File: config.mk
export PLATFORM = sky130hd
export DESIGN_NAME = intra_pred_y16
export DESIGN_NICKNAME = d
export VERILOG_FILES = /design/src/hdl/intra_pkg.sv /design/src/hdl/pred_if.sv /design/src/hdl/dc_sum_unit.sv /design/src/hdl/pred_row_gen.sv /design/src/hdl/pred_ctrl.sv /design/src/hdl/intra_pred_y16.sv
export SDC_FILE = /design/constraint.sdc
export NUM_CORES = 1
export LEC_CHECK = 0
export ABC_AREA = 1
export BUFFER_PORTS_ARGS = -buffer_cell sky130_fd_sc_hd__buf_2
export CORE_AREA = 2 2 346 348
export DETAILED_ROUTE_END_ITERATION = 7
export DIE_AREA = 0 0 348 350
export MAX_ROUTING_LAYER = met4
export PLACE_DENSITY = 0.52
export RECOVER_POWER = 50
export SYNTH_ARGS = -nofsm -noshare
export SYNTH_HDL_FRONTEND = slang
export SYNTH_SLANG_ARGS = --single-unit
File: constraint.sdc
create_clock -name clk -period 19.78 [get_ports clk]
set_input_delay 3.956 -clock clk [delete_from_list [all_inputs] [get_ports clk]]
set_output_delay 3.956 -clock clk [all_outputs]
set_load 0.01 [all_outputs]
File: src/hdl/intra_pkg.sv
package intra_pkg;

    // ----------------------------------------------------------
    // Data widths
    // ----------------------------------------------------------

    // Luma sample width
    localparam int PIX_W = 8;

    // Macroblock coordinate width, up to 1024 macroblocks per axis
    localparam int COORD_W = 10;

    // ----------------------------------------------------------
    // Prediction modes
    // ----------------------------------------------------------

    typedef enum logic [1:0] {
        MODE_DC = 2'd0,
        MODE_V  = 2'd1,
        MODE_H  = 2'd2,
        MODE_TM = 2'd3
    } pred_mode_e;

    // ----------------------------------------------------------
    // State encodings
    // ----------------------------------------------------------

    // DC accumulator, binary coded
    typedef enum logic [2:0] {
        DC_IDLE  = 3'd0,
        DC_BOTH  = 3'd1,
        DC_TOP   = 3'd2,
        DC_LEFT  = 3'd3,
        DC_NONE  = 3'd4,
        DC_ROUND = 3'd5
    } dc_state_e;

    // Top-level sequencer
    typedef enum logic [2:0] {
        CT_IDLE    = 3'd0,
        CT_SUM     = 3'd1,
        CT_ROWS    = 3'd2,
        CT_ACK     = 3'd3,
        CT_RELEASE = 3'd4
    } ctrl_state_e;

endpackage

File: src/hdl/pred_if.sv
// ----------------------------------------------------------
// Controller to DC sum unit
// ----------------------------------------------------------
interface dc_sum_if #(
    parameter int BLOCK_SIZE = 16
);
    import intra_pkg::*;

    logic                          start;
    logic [COORD_W-1:0]            mb_x;
    logic [COORD_W-1:0]            mb_y;
    logic [BLOCK_SIZE*PIX_W-1:0]   top;
    logic [BLOCK_SIZE*PIX_W-1:0]   left;
    // Valid only while done is high
    logic [PIX_W-1:0]              dc;
    logic                          done;

    modport ctrl (
        output start, mb_x, mb_y, top, left,
        input  dc, done
    );

    modport unit (
        input  start, mb_x, mb_y, top, left,
        output dc, done
    );

endinterface

// ----------------------------------------------------------
// Controller to row generator
// ----------------------------------------------------------
interface row_gen_if #(
    parameter int BLOCK_SIZE = 16
);
    import intra_pkg::*;

    localparam int IDX_W = $clog2(BLOCK_SIZE);

    logic                          start;
    pred_mode_e                    mode;
    logic [PIX_W-1:0]              dc;
    logic [BLOCK_SIZE*PIX_W-1:0]   top;
    logic [BLOCK_SIZE*PIX_W-1:0]   left;
    logic [PIX_W-1:0]              top_left;

    // Row stream back to the top level
    logic                          row_valid;
    logic [IDX_W-1:0]              row_idx;
    logic [BLOCK_SIZE*PIX_W-1:0]   row;
    logic                          done;

    modport ctrl (
        output start, mode, dc, top, left, top_left,
        input  row_valid, row_idx, row, done
    );

    modport unit (
        input  start, mode, dc, top, left, top_left,
        output row_valid, row_idx, row, done
    );

endinterface

File: src/hdl/dc_sum_unit.sv
module dc_sum_unit #(
    parameter int BLOCK_SIZE = 16
) (
    input  logic    clk,
    input  logic    rst_n,
    dc_sum_if.unit  sum
);
    import intra_pkg::*;

    // Divisor is 2*BLOCK_SIZE in every mode since a single edge is doubled
    localparam int SHIFT = $clog2(2 * BLOCK_SIZE);
    localparam int ACC_W = PIX_W + SHIFT;
    localparam int IDX_W = $clog2(BLOCK_SIZE);
    localparam logic [IDX_W-1:0] LAST_IDX = IDX_W'(BLOCK_SIZE - 1);
    // Mid-grey preloaded so that the rounding step yields 128
    localparam logic [ACC_W-1:0] NONE_ACC = ACC_W'(1 << (PIX_W - 1)) << SHIFT;

    dc_state_e          state_q;
    dc_state_e          state_d;
    logic [IDX_W-1:0]   idx_q;
    logic [ACC_W-1:0]   acc_q;
    logic [ACC_W-1:0]   rounded;
    logic [PIX_W-1:0]   top_px;
    logic [PIX_W-1:0]   left_px;
    logic               top_avail;
    logic               left_avail;

    // Top row exists below the first macroblock row, left column right of the first column
    assign top_avail  = (sum.mb_y != '0);
    assign left_avail = (sum.mb_x != '0);

    assign top_px  = sum.top[idx_q*PIX_W +: PIX_W];
    assign left_px = sum.left[idx_q*PIX_W +: PIX_W];

    // ----------------------------------------------------------
    // State sequencing
    // ----------------------------------------------------------
    always_comb begin
        state_d = state_q;
        case (state_q)
            DC_IDLE: begin
                if (sum.start) begin
                    if (top_avail && left_avail)
                        state_d = DC_BOTH;
                    else if (top_avail)
                        state_d = DC_TOP;
                    else if (left_avail)
                        state_d = DC_LEFT;
                    else
                        state_d = DC_NONE;
                end
            end
            DC_BOTH, DC_TOP, DC_LEFT: begin
                if (idx_q == LAST_IDX)
                    state_d = DC_ROUND;
            end
            DC_NONE:  state_d = DC_ROUND;
            DC_ROUND: state_d = DC_IDLE;
            default:  state_d = DC_IDLE;
        endcase
    end

    always_ff @(posedge clk or negedge rst_n) begin
        if (!rst_n) begin
            state_q <= DC_IDLE;
            idx_q   <= '0;
        end else begin
            state_q <= state_d;
            if (state_q == DC_IDLE)
                idx_q <= '0;
            else if (state_q inside {DC_BOTH, DC_TOP, DC_LEFT})
                idx_q <= idx_q + 1'b1;
        end
    end

    // ----------------------------------------------------------
    // Accumulator, one pixel pair per cycle
    // ----------------------------------------------------------
    always_ff @(posedge clk) begin
        case (state_q)
            DC_IDLE: acc_q <= '0;
            DC_BOTH: acc_q <= acc_q + ACC_W'(top_px) + ACC_W'(left_px);
            DC_TOP:  acc_q <= acc_q + (ACC_W'(top_px) << 1);
            DC_LEFT: acc_q <= acc_q + (ACC_W'(left_px) << 1);
            DC_NONE: acc_q <= NONE_ACC;
            default: acc_q <= acc_q;
        endcase
    end

    // Add half the divisor, then divide
    assign rounded  = acc_q + ACC_W'(BLOCK_SIZE);
    assign sum.dc   = rounded[SHIFT +: PIX_W];
    assign sum.done = (state_q == DC_ROUND);

endmodule

File: src/hdl/pred_row_gen.sv
module pred_row_gen #(
    parameter int BLOCK_SIZE = 16
) (
    input  logic    clk,
    input  logic    rst_n,
    row_gen_if.unit rg
);
    import intra_pkg::*;

    localparam int IDX_W = $clog2(BLOCK_SIZE);
    localparam logic [IDX_W-1:0] LAST_IDX = IDX_W'(BLOCK_SIZE - 1);

    logic                         busy_q;
    logic [IDX_W-1:0]             cnt_q;
    logic                         load;
    logic [IDX_W-1:0]             sel_idx;
    logic                         row_valid_q;
    logic [IDX_W-1:0]             row_idx_q;
    logic [BLOCK_SIZE*PIX_W-1:0]  row_q;
    logic                         done_q;

    logic [BLOCK_SIZE*PIX_W-1:0]  row_next;
    logic [PIX_W-1:0]             left_px;
    logic [PIX_W-1:0]             top_px;
    // Range -255..510 needs two extra bits
    logic signed [PIX_W+1:0]      tm_sum;

    // Row 0 is formed in the start cycle itself, later rows from the counter
    assign load    = rg.start || busy_q;
    assign sel_idx = busy_q ? cnt_q : '0;
    assign left_px = rg.left[sel_idx*PIX_W +: PIX_W];

    // ----------------------------------------------------------
    // Row formation per mode
    // ----------------------------------------------------------
    always_comb begin
        row_next = '0;
        top_px   = '0;
        tm_sum   = '0;
        for (int c = 0; c < BLOCK_SIZE; c++) begin
            top_px = rg.top[c*PIX_W +: PIX_W];
            tm_sum = $signed({2'b00, left_px}) + $signed({2'b00, top_px})
                     - $signed({2'b00, rg.top_left});
            case (rg.mode)
                MODE_DC: row_next[c*PIX_W +: PIX_W] = rg.dc;
                MODE_V:  row_next[c*PIX_W +: PIX_W] = top_px;
                MODE_H:  row_next[c*PIX_W +: PIX_W] = left_px;
                default: begin
                    // TM clip, sign bit first, then overflow bit
                    if (tm_sum[PIX_W+1])
                        row_next[c*PIX_W +: PIX_W] = '0;
                    else if (tm_sum[PIX_W])
                        row_next[c*PIX_W +: PIX_W] = '1;
                    else
                        row_next[c*PIX_W +: PIX_W] = tm_sum[PIX_W-1:0];
                end
            endcase
        end
    end

    // ----------------------------------------------------------
    // Row counter and stream control
    // ----------------------------------------------------------
    always_ff @(posedge clk or negedge rst_n) begin
        if (!rst_n) begin
            busy_q      <= 1'b0;
            cnt_q       <= '0;
            row_valid_q <= 1'b0;
            row_idx_q   <= '0;
            done_q      <= 1'b0;
        end else begin
            row_valid_q <= load;
            if (load)
                row_idx_q <= sel_idx;
            if (rg.start) begin
                busy_q <= 1'b1;
                cnt_q  <= IDX_W'(1);
            end else if (busy_q) begin
                cnt_q <= cnt_q + 1'b1;
                if (cnt_q == LAST_IDX)
                    busy_q <= 1'b0;
            end
            // Pulse in the cycle after the last row
            done_q <= row_valid_q && (row_idx_q == LAST_IDX);
        end
    end

    always_ff @(posedge clk) begin
        if (load)
            row_q <= row_next;
    end

    assign rg.row_valid = row_valid_q;
    assign rg.row_idx   = row_idx_q;
    assign rg.row       = row_q;
    assign rg.done      = done_q;

endmodule

File: src/hdl/pred_ctrl.sv
module pred_ctrl #(
    parameter int BLOCK_SIZE = 16
) (
    input  logic                                  clk,
    input  logic                                  rst_n,
    input  logic                                  req_i,
    input  intra_pkg::pred_mode_e                 mode_i,
    input  logic [intra_pkg::COORD_W-1:0]         mb_x_i,
    input  logic [intra_pkg::COORD_W-1:0]         mb_y_i,
    input  logic [BLOCK_SIZE*intra_pkg::PIX_W-1:0] top_i,
    input  logic [BLOCK_SIZE*intra_pkg::PIX_W-1:0] left_i,
    input  logic [intra_pkg::PIX_W-1:0]           top_left_i,
    output logic                                  ack_o,
    dc_sum_if.ctrl                                sum,
    row_gen_if.ctrl                               rg
);
    import intra_pkg::*;

    ctrl_state_e                  state_q;
    logic                         sum_start_q;
    logic                         rg_start_q;

    // Operands captured at request time
    pred_mode_e                   mode_q;
    logic [COORD_W-1:0]           mb_x_q;
    logic [COORD_W-1:0]           mb_y_q;
    logic [BLOCK_SIZE*PIX_W-1:0]  top_q;
    logic [BLOCK_SIZE*PIX_W-1:0]  left_q;
    logic [PIX_W-1:0]             top_left_q;
    logic [PIX_W-1:0]             dc_q;

    // ----------------------------------------------------------
    // Sequencer
    // ----------------------------------------------------------
    always_ff @(posedge clk or negedge rst_n) begin
        if (!rst_n) begin
            state_q     <= CT_IDLE;
            sum_start_q <= 1'b0;
            rg_start_q  <= 1'b0;
        end else begin
            sum_start_q <= 1'b0;
            rg_start_q  <= 1'b0;
            case (state_q)
                CT_IDLE: begin
                    if (req_i) begin
                        // DC needs the edge mean before any row can go out
                        if (mode_i == MODE_DC) begin
                            sum_start_q <= 1'b1;
                            state_q     <= CT_SUM;
                        end else begin
                            rg_start_q <= 1'b1;
                            state_q    <= CT_ROWS;
                        end
                    end
                end
                CT_SUM: begin
                    if (sum.done) begin
                        rg_start_q <= 1'b1;
                        state_q    <= CT_ROWS;
                    end
                end
                CT_ROWS: begin
                    if (rg.done)
                        state_q <= CT_ACK;
                end
                CT_ACK: begin
                    if (!req_i)
                        state_q <= CT_RELEASE;
                end
                default: state_q <= CT_IDLE;
            endcase
        end
    end

    always_ff @(posedge clk) begin
        if (state_q == CT_IDLE && req_i) begin
            mode_q     <= mode_i;
            mb_x_q     <= mb_x_i;
            mb_y_q     <= mb_y_i;
            top_q      <= top_i;
            left_q     <= left_i;
            top_left_q <= top_left_i;
        end
        if (state_q == CT_SUM && sum.done)
            dc_q <= sum.dc;
    end

    // Ack stays up through the release cycle
    assign ack_o = (state_q == CT_ACK) || (state_q == CT_RELEASE);

    assign sum.start = sum_start_q;
    assign sum.mb_x  = mb_x_q;
    assign sum.mb_y  = mb_y_q;
    assign sum.top   = top_q;
    assign sum.left  = left_q;

    assign rg.start    = rg_start_q;
    assign rg.mode     = mode_q;
    assign rg.dc       = dc_q;
    assign rg.top      = top_q;
    assign rg.left     = left_q;
    assign rg.top_left = top_left_q;

endmodule

File: src/hdl/intra_pred_y16.sv
module intra_pred_y16 #(
    parameter int BLOCK_SIZE = 16
) (
    input  logic                                   clk,
    input  logic                                   rst_n,
    // Four-phase request
    input  logic                                   req_i,
    input  intra_pkg::pred_mode_e                  mode_i,
    input  logic [intra_pkg::COORD_W-1:0]          mb_x_i,
    input  logic [intra_pkg::COORD_W-1:0]          mb_y_i,
    input  logic [BLOCK_SIZE*intra_pkg::PIX_W-1:0] top_i,
    input  logic [BLOCK_SIZE*intra_pkg::PIX_W-1:0] left_i,
    input  logic [intra_pkg::PIX_W-1:0]            top_left_i,
    output logic                                   ack_o,
    // Predicted rows, no back-pressure
    output logic                                   row_valid_o,
    output logic [$clog2(BLOCK_SIZE)-1:0]          row_idx_o,
    output logic [BLOCK_SIZE*intra_pkg::PIX_W-1:0] row_o
);
    import intra_pkg::*;

    dc_sum_if  #(.BLOCK_SIZE(BLOCK_SIZE)) sum_bus ();
    row_gen_if #(.BLOCK_SIZE(BLOCK_SIZE)) rg_bus ();

    // ----------------------------------------------------------
    // Controller
    // ----------------------------------------------------------
    pred_ctrl #(
        .BLOCK_SIZE (BLOCK_SIZE)
    ) u_ctrl (
        .clk        (clk),
        .rst_n      (rst_n),
        .req_i      (req_i),
        .mode_i     (mode_i),
        .mb_x_i     (mb_x_i),
        .mb_y_i     (mb_y_i),
        .top_i      (top_i),
        .left_i     (left_i),
        .top_left_i (top_left_i),
        .ack_o      (ack_o),
        .sum        (sum_bus.ctrl),
        .rg         (rg_bus.ctrl)
    );

    // ----------------------------------------------------------
    // Datapath units
    // ----------------------------------------------------------
    dc_sum_unit #(
        .BLOCK_SIZE (BLOCK_SIZE)
    ) u_dc_sum (
        .clk   (clk),
        .rst_n (rst_n),
        .sum   (sum_bus.unit)
    );

    pred_row_gen #(
        .BLOCK_SIZE (BLOCK_SIZE)
    ) u_row_gen (
        .clk   (clk),
        .rst_n (rst_n),
        .rg    (rg_bus.unit)
    );

    // Row stream leaves straight from the generator registers
    assign row_valid_o = rg_bus.row_valid;
    assign row_idx_o   = rg_bus.row_idx;
    assign row_o       = rg_bus.row;

endmodule

==> reports/qor.txt, run 1 <==
Status - complete, but fails checks
Failing checks - capacitance limit, slew limit
Mean Syn Cell Area - 7.83 um2
Gr usage total - 0.234
Arrival time of the worst setup path - 8500 ps
Initial antenna violation count - 16
DP Area - 0.0390 mm2
Worst Setup SP - req_i
Gr ovfl total - 0
Layout area overhead - 15.7%
Max Clock Freq - 122 MHz
Crit path max fanout - 81
# hold bufs at CTS - 0
Drt total wl - 142 mm
Syn Nets - 5,112
Routed vias - 32,200
Setup TNS - 0 ps
Vias per Instance - 4.96
Worst setup SP type - primary input
Hold Crit Class - flop to flop
Commonest non-fill, non-tap cell in the layout - nand2_1
Initial Utilization - 0.299
Layout cells sized above 1 - 0.118
Placer congestion estimate - 0.948
RSZ-0062 raised after global routing - false
Mapped Area - 0.0352 mm2
Avg WL per Cell - 21.8 um
Worst-margin pin slew - 4000 ps
Post_cts resized - 0
Largest net degree at the start of global routing - 82
Critical path type - primary input to flop
Pre-antenna DRT Iters - 6
Max cap viols - 7
Die Area - 0.122 mm2
Hold_sp - u_ctrl.rg.start
Die H - 350 um
Worst R2R Start - u_row_gen.busy_q
Clock tree buffer depth - 3
Post-Layout Cell Count - 6,490
Inst Count DP - 6,382
First-pass GRT wire length - 202 mm
Final period utilization - 0.415
Root Driver - clkbuf_16
Fillcell total - 12,400
Core area - 0.118 mm2
Most frequent cells in the layout - 1,377 x nand2_1, 683 x inv_1, 435 x edfxtp_1
# rows - 126
Clock Latency Late Sink - 690 ps
Fin crit period - 8210 ps
Met1 Resource Use GR - 0.299
Starting DRT DRC Count - 2,983
Final HPWL DP - 104 mm
Final Hold Viols - 0
Setup violators final - 0
Synth Instances - 4,497
Number of global-route vias before repair - 30,500
CTS buffer count - 55
Count of input and output buffers - 422
Clock sinks - 458
Die width - 348 um
Met3 global-route usage - 0.0394
Count of final max-slew check failures - 366
Clock transition at path regs - 60 ps
Met2 Use GR - 0.369
Setup crit end kind - flop
CTS tree - done
Seq cells post-synth - 458
Nets - 5,518
CTS HTree Levels - 2
Setup Buffers After CTS - 0
IO Pins - 423
Sequential cell area fraction in the yosys report - 0.387
Worst-case clock skew - 51.9 ps
Critical Path RT - 20,070 ps
Ys Warns - 0
Design area - 0.0408 mm2
Detailed-route DRC error count - 0
Hold WS - 500 ps
Slew headroom - -1.67
Synth cell types - 39
Global route hottest layer - met2
Final ANT Viol Nets - 0
## through the flow
step | worst slack [ps] | utilization
detailed placement | 12440 | 0.331
finish | 11570 | 0.346
floorplan | 2860 | -
global route | 11050 | 0.346
CTS | 13170 | 0.347
global placement | 12450 | 0.331
## final timing paths
| check | slack, ps | to | depth (start not counted) |
|---|---|---|---|
| min in group asynchronous | 3570 | u_row_gen.cnt_q[2] | 1 |
| hold / removal | 500 | u_row_gen.cnt_q[2] | 1 |
| setup reg to reg | 11700 | u_row_gen.rg.row[63] | 24 |
| hold reg to reg | 500 | u_row_gen.cnt_q[2] | 1 |
| max in group asynchronous | 15230 | u_dc_sum.idx_q[0] | 1 |
| setup / recovery | 11570 | u_ctrl.rg.top[105] | 5 |
## logic make-up (layout without fill, tap and decap cells)
kind of cell	count (synthesis)	after routing	synth area share
xor+xnor	154	154	0.0383
compound gates	585	585	0.0891
flops	458	458	0.387
fa+ha+maj	326	326	0.125
buf+inv	808	1257	0.0910
simple gates	2166	2166	0.270
other cells	0	8	0
## synth_stat cells (all sizes together)
cell type | count | area share
a211oi | 1 | 0.00021
a21boi | 1 | 0.00021
a21o | 1 | 0.00021
a21oi | 271 | 0.039
a22o | 1 | 0.00025
a31oi | 20 | 0.0036
buf | 56 | 0.011
clkbuf | 59 | 0.0063
clkinv | 2 | 0.00021
dfrtp | 23 | 0.016
edfxtp | 435 | 0.37
fa | 42 | 0.024
ha | 284 | 0.10
inv | 691 | 0.074
nand2 | 1380 | 0.15
nand3 | 503 | 0.084
nand3b | 33 | 0.0070
nand4 | 57 | 0.010
nor2 | 185 | 0.020
nor3 | 5 | 0.00071
nor4 | 2 | 0.00036
o2111ai | 1 | 0.00025
o211ai | 46 | 0.011
o21ai | 236 | 0.034
o21bai | 3 | 0.00064
o22ai | 3 | 0.00053
o31ai | 1 | 0.00021
or2 | 1 | 0.00018
xnor2 | 82 | 0.020
xor2 | 72 | 0.018
## layout make-up
class,instances,area [um2],share of cell area
Inverter,693,2600,0.0639
Sequential cell,458,13600,0.335
Tap cell,1536,1920,0.0472
Multi-Input combinational cell,3231,18400,0.451
Clock inverter,34,432,0.0106
Antenna cell,8,20.0,0.000491
Timing Repair Buffer,464,2340,0.0574
Clock buffer,66,1430,0.0350
## worst max-delay path, cell delays in order
cell and delay, ps:
buf_2 80, inv_1 60, nor2_1 2350, buf_4 1040
buf_4 820
## registers in the layout, indices dropped and copies added, names as in the netlist, 4 cells and up
| name | cells |
|---|---|
| u_ctrl.rg.top | 128 |
| u_ctrl.sum.mb_y | 10 |
| u_row_gen.rg.row | 128 |
| u_ctrl.rg.dc | 8 |
| u_row_gen.rg.row_idx | 4 |
| u_row_gen.cnt_q | 4 |
| u_ctrl.sum.mb_x | 10 |
| u_ctrl.rg.left | 128 |
| u_dc_sum.acc_q | 13 |
| u_ctrl.rg.top_left | 8 |
| u_dc_sum.idx_q | 4 |
## metal layers
metal / vias up / wire, um
li1: 15700 / -
met3: 245 / 10600
met1: 15000 / 60900
met5: - / 0
met4: 0 / 6160
met2: 1322 / 64000
Power of run 1 is left out: the tool's default activity adds up to more than one toggle a clock period on the data nets, which glitch-free logic cannot reach.
==> inputs of run 2 (changes only) <==
Clock period 19.78 ns to 8.19 ns, I/O delays scaled along.
==> run 2 against run 1 <==
Against the previous run: the flow still finishes with violations (capacitance limit, slew limit); die area is the same; core utilization up 0.057 points; non-clock buffer count increased by 1; critical path depth up 14; global-route usage is 0.42 points higher; worst hold slack got worse by 8.8 ps; clock skew increased by 7.9 ps; highest routed layer unchanged.
==> reports/qor.txt, run 2 (same netlist as run 1, synthesis figures left out) <==
Max cap viols - 7 (unchanged)
Avg WL per Cell - 22.2 um (+1.8%)
Clock transition at path regs - 60 ps (about the same)
Root Driver - clkbuf_16
Place WS - 2070 ps (-10,370 ps)
Clock sinks - 458 (unchanged)
Failing checks - capacitance limit, slew limit
Final worst setup slack - 1320 ps (-10,250 ps)
Max layer used - met4
Setup crit end kind - flop
# rows - 126 (unchanged)
Worst setup SP type - flop
DP Area - 0.0390 mm2 (about the same)
Setup Buffers After CTS - 0 (unchanged)
Core area - 0.118 mm2 (unchanged)
Worst-case clock skew - 59.8 ps (+7.93 ps)
Routed wl met2 - 66.5 mm (+3.9%)
Count of final max-slew check failures - 395 (+7.9%)
Count of input and output buffers - 422 (unchanged)
Setup violators final - 0 (unchanged)
Starting DRT DRC Count - 3,086 (+3.5%)
Gr usage total - 0.238 (+0.00417)
Fin crit period - 6870 ps
Final period utilization - 0.839
Die Area - 0.122 mm2 (unchanged)
Setup TNS - 0 ps (unchanged)
Fillcell total - 12,500 (+0.47%)
Slew headroom - -1.36 (+0.304)
Initial Utilization - 0.299 (unchanged)
Die H - 350 um (unchanged)
Design area - 0.0408 mm2 (+0.17%)
Initial antenna violation count - 14 (-2)
Die width - 348 um (unchanged)
Final HPWL DP - 106 mm (+1.8%)
Critical path type - flop to flop
IO Pins - 423 (unchanged)
Commonest non-fill, non-tap cell in the layout - nand2_1
Pre-antenna DRT Iters - 6 (unchanged)
Layout cells sized above 1 - 0.122 (+0.00367)
Arrival time of the worst setup path - 7290 ps (-1210 ps)
Clock Latency Late Sink - 700 ps (about the same)
CTS HTree Levels - 2 (unchanged)
Final Hold Viols - 0 (unchanged)
Met1 WL - 62.3 mm (+2.2%)
CTS tree - done
Critical Path RT - 8610 ps (-11,460 ps)
RSZ-0062 raised after global routing - false
Hold Crit Class - flop to flop
Clock tree buffer depth - 3 (unchanged)
Nets - 5,522 (+0.072%)
First-pass GRT wire length - 206 mm (+1.9%)
Drt total wl - 144 mm (+1.9%)
Vias per Instance - 5.01 (+1.0%)
Status - complete, but fails checks
Most frequent cells in the layout - 1,377 x nand2_1, 681 x inv_1, 435 x edfxtp_1
Routed vias - 32,600 (+1.1%)
Post_cts resized - 0 (unchanged)
Gr ovfl total - 0 (unchanged)
Number of global-route vias before repair - 30,800 (+1.1%)
Max Clock Freq - 146 MHz
Crit path max fanout - 66 (-19%)
Detailed-route DRC error count - 0 (unchanged)
# hold bufs at CTS - 0 (unchanged)
Largest net degree at the start of global routing - 108 (+32%)
Fin util - 0.347 (+0.000574)
CTS buffer count - 58 (+5.5%)
Layout area overhead - 15.9%
Met3 WL - 10.5 mm (-0.63%)
Worst-margin pin slew - 3540 ps (-456 ps)
Final ANT Viol Nets - 0 (unchanged)
Placer congestion estimate - 0.967 (+2.0%)
-- run 2: layout make-up --
| cell class | count | area (um2) | area share |
|---|---|---|---|
| multi-input combinational | 3231 | 18400 | 0.450 |
| clock buffer | 63 | 1470 | 0.0360 |
| tap | 1536 | 1920 | 0.0471 |
| timing repair buffer | 465 | 2350 | 0.0576 |
| antenna | 9 | 22.5 | 0.000552 |
| sequential | 458 | 13600 | 0.334 |
| clock inverter | 43 | 435 | 0.0107 |
| inverter | 693 | 2600 | 0.0638 |
-- run 2: worst paths after layout --
kind / start / to / slack (ps) / depth (start not counted)
setup reg to reg: u_dc_sum.idx_q[0] / u_dc_sum.acc_q[11] / 1320 / 19
hold / removal: u_ctrl.rg.start / u_row_gen.cnt_q[2] / 490 / 1
max in group asynchronous: rst_n / u_dc_sum.idx_q[0] / 5770 / 1
setup / recovery: u_dc_sum.idx_q[0] / u_dc_sum.acc_q[11] / 1320 / 19
hold reg to reg: u_ctrl.rg.start / u_row_gen.cnt_q[2] / 490 / 1
min in group asynchronous: rst_n / u_row_gen.cnt_q[1] / 1320 / 1
-- run 2: metal layers --
layer | vias up | track usage
li1 | 15700 | -
met1 | 15400 | 0.310
met2 | 1273 | 0.384
met3 | 213 | 0.0325
met4 | 0 | 0.0747
met5 | - | -
-- run 2: worst max-delay path: stages, from the launching register on --
cell	delay, ps
dfrtp_4	600
inv_1	740
clkbuf_1	2370
a21oi_1	130
o21ai_0	240
nand3_1	130
nand3_1	100
nand3_1	250
fa_1	630
ha_1	180
inv_1	60
fa_1	400
inv_1	70
nand3_1	60
nand2_1	150
nand3_1	100
nand3_1	140
nand3_1	90
nand3_1	100
nand2_1	50
-- run 2: per-stage QoR --
stage | instances | hold WS, ps
3_3_place_gp | 6383 | 532
4_1_cts | 6489 | 515
2_1_floorplan | 4497 | 434
3_5_place_dp | 6383 | 522
6_report | 6498 | 491
5_1_grt | 6497 | 540
Power of run 2 is left out for the same reason.
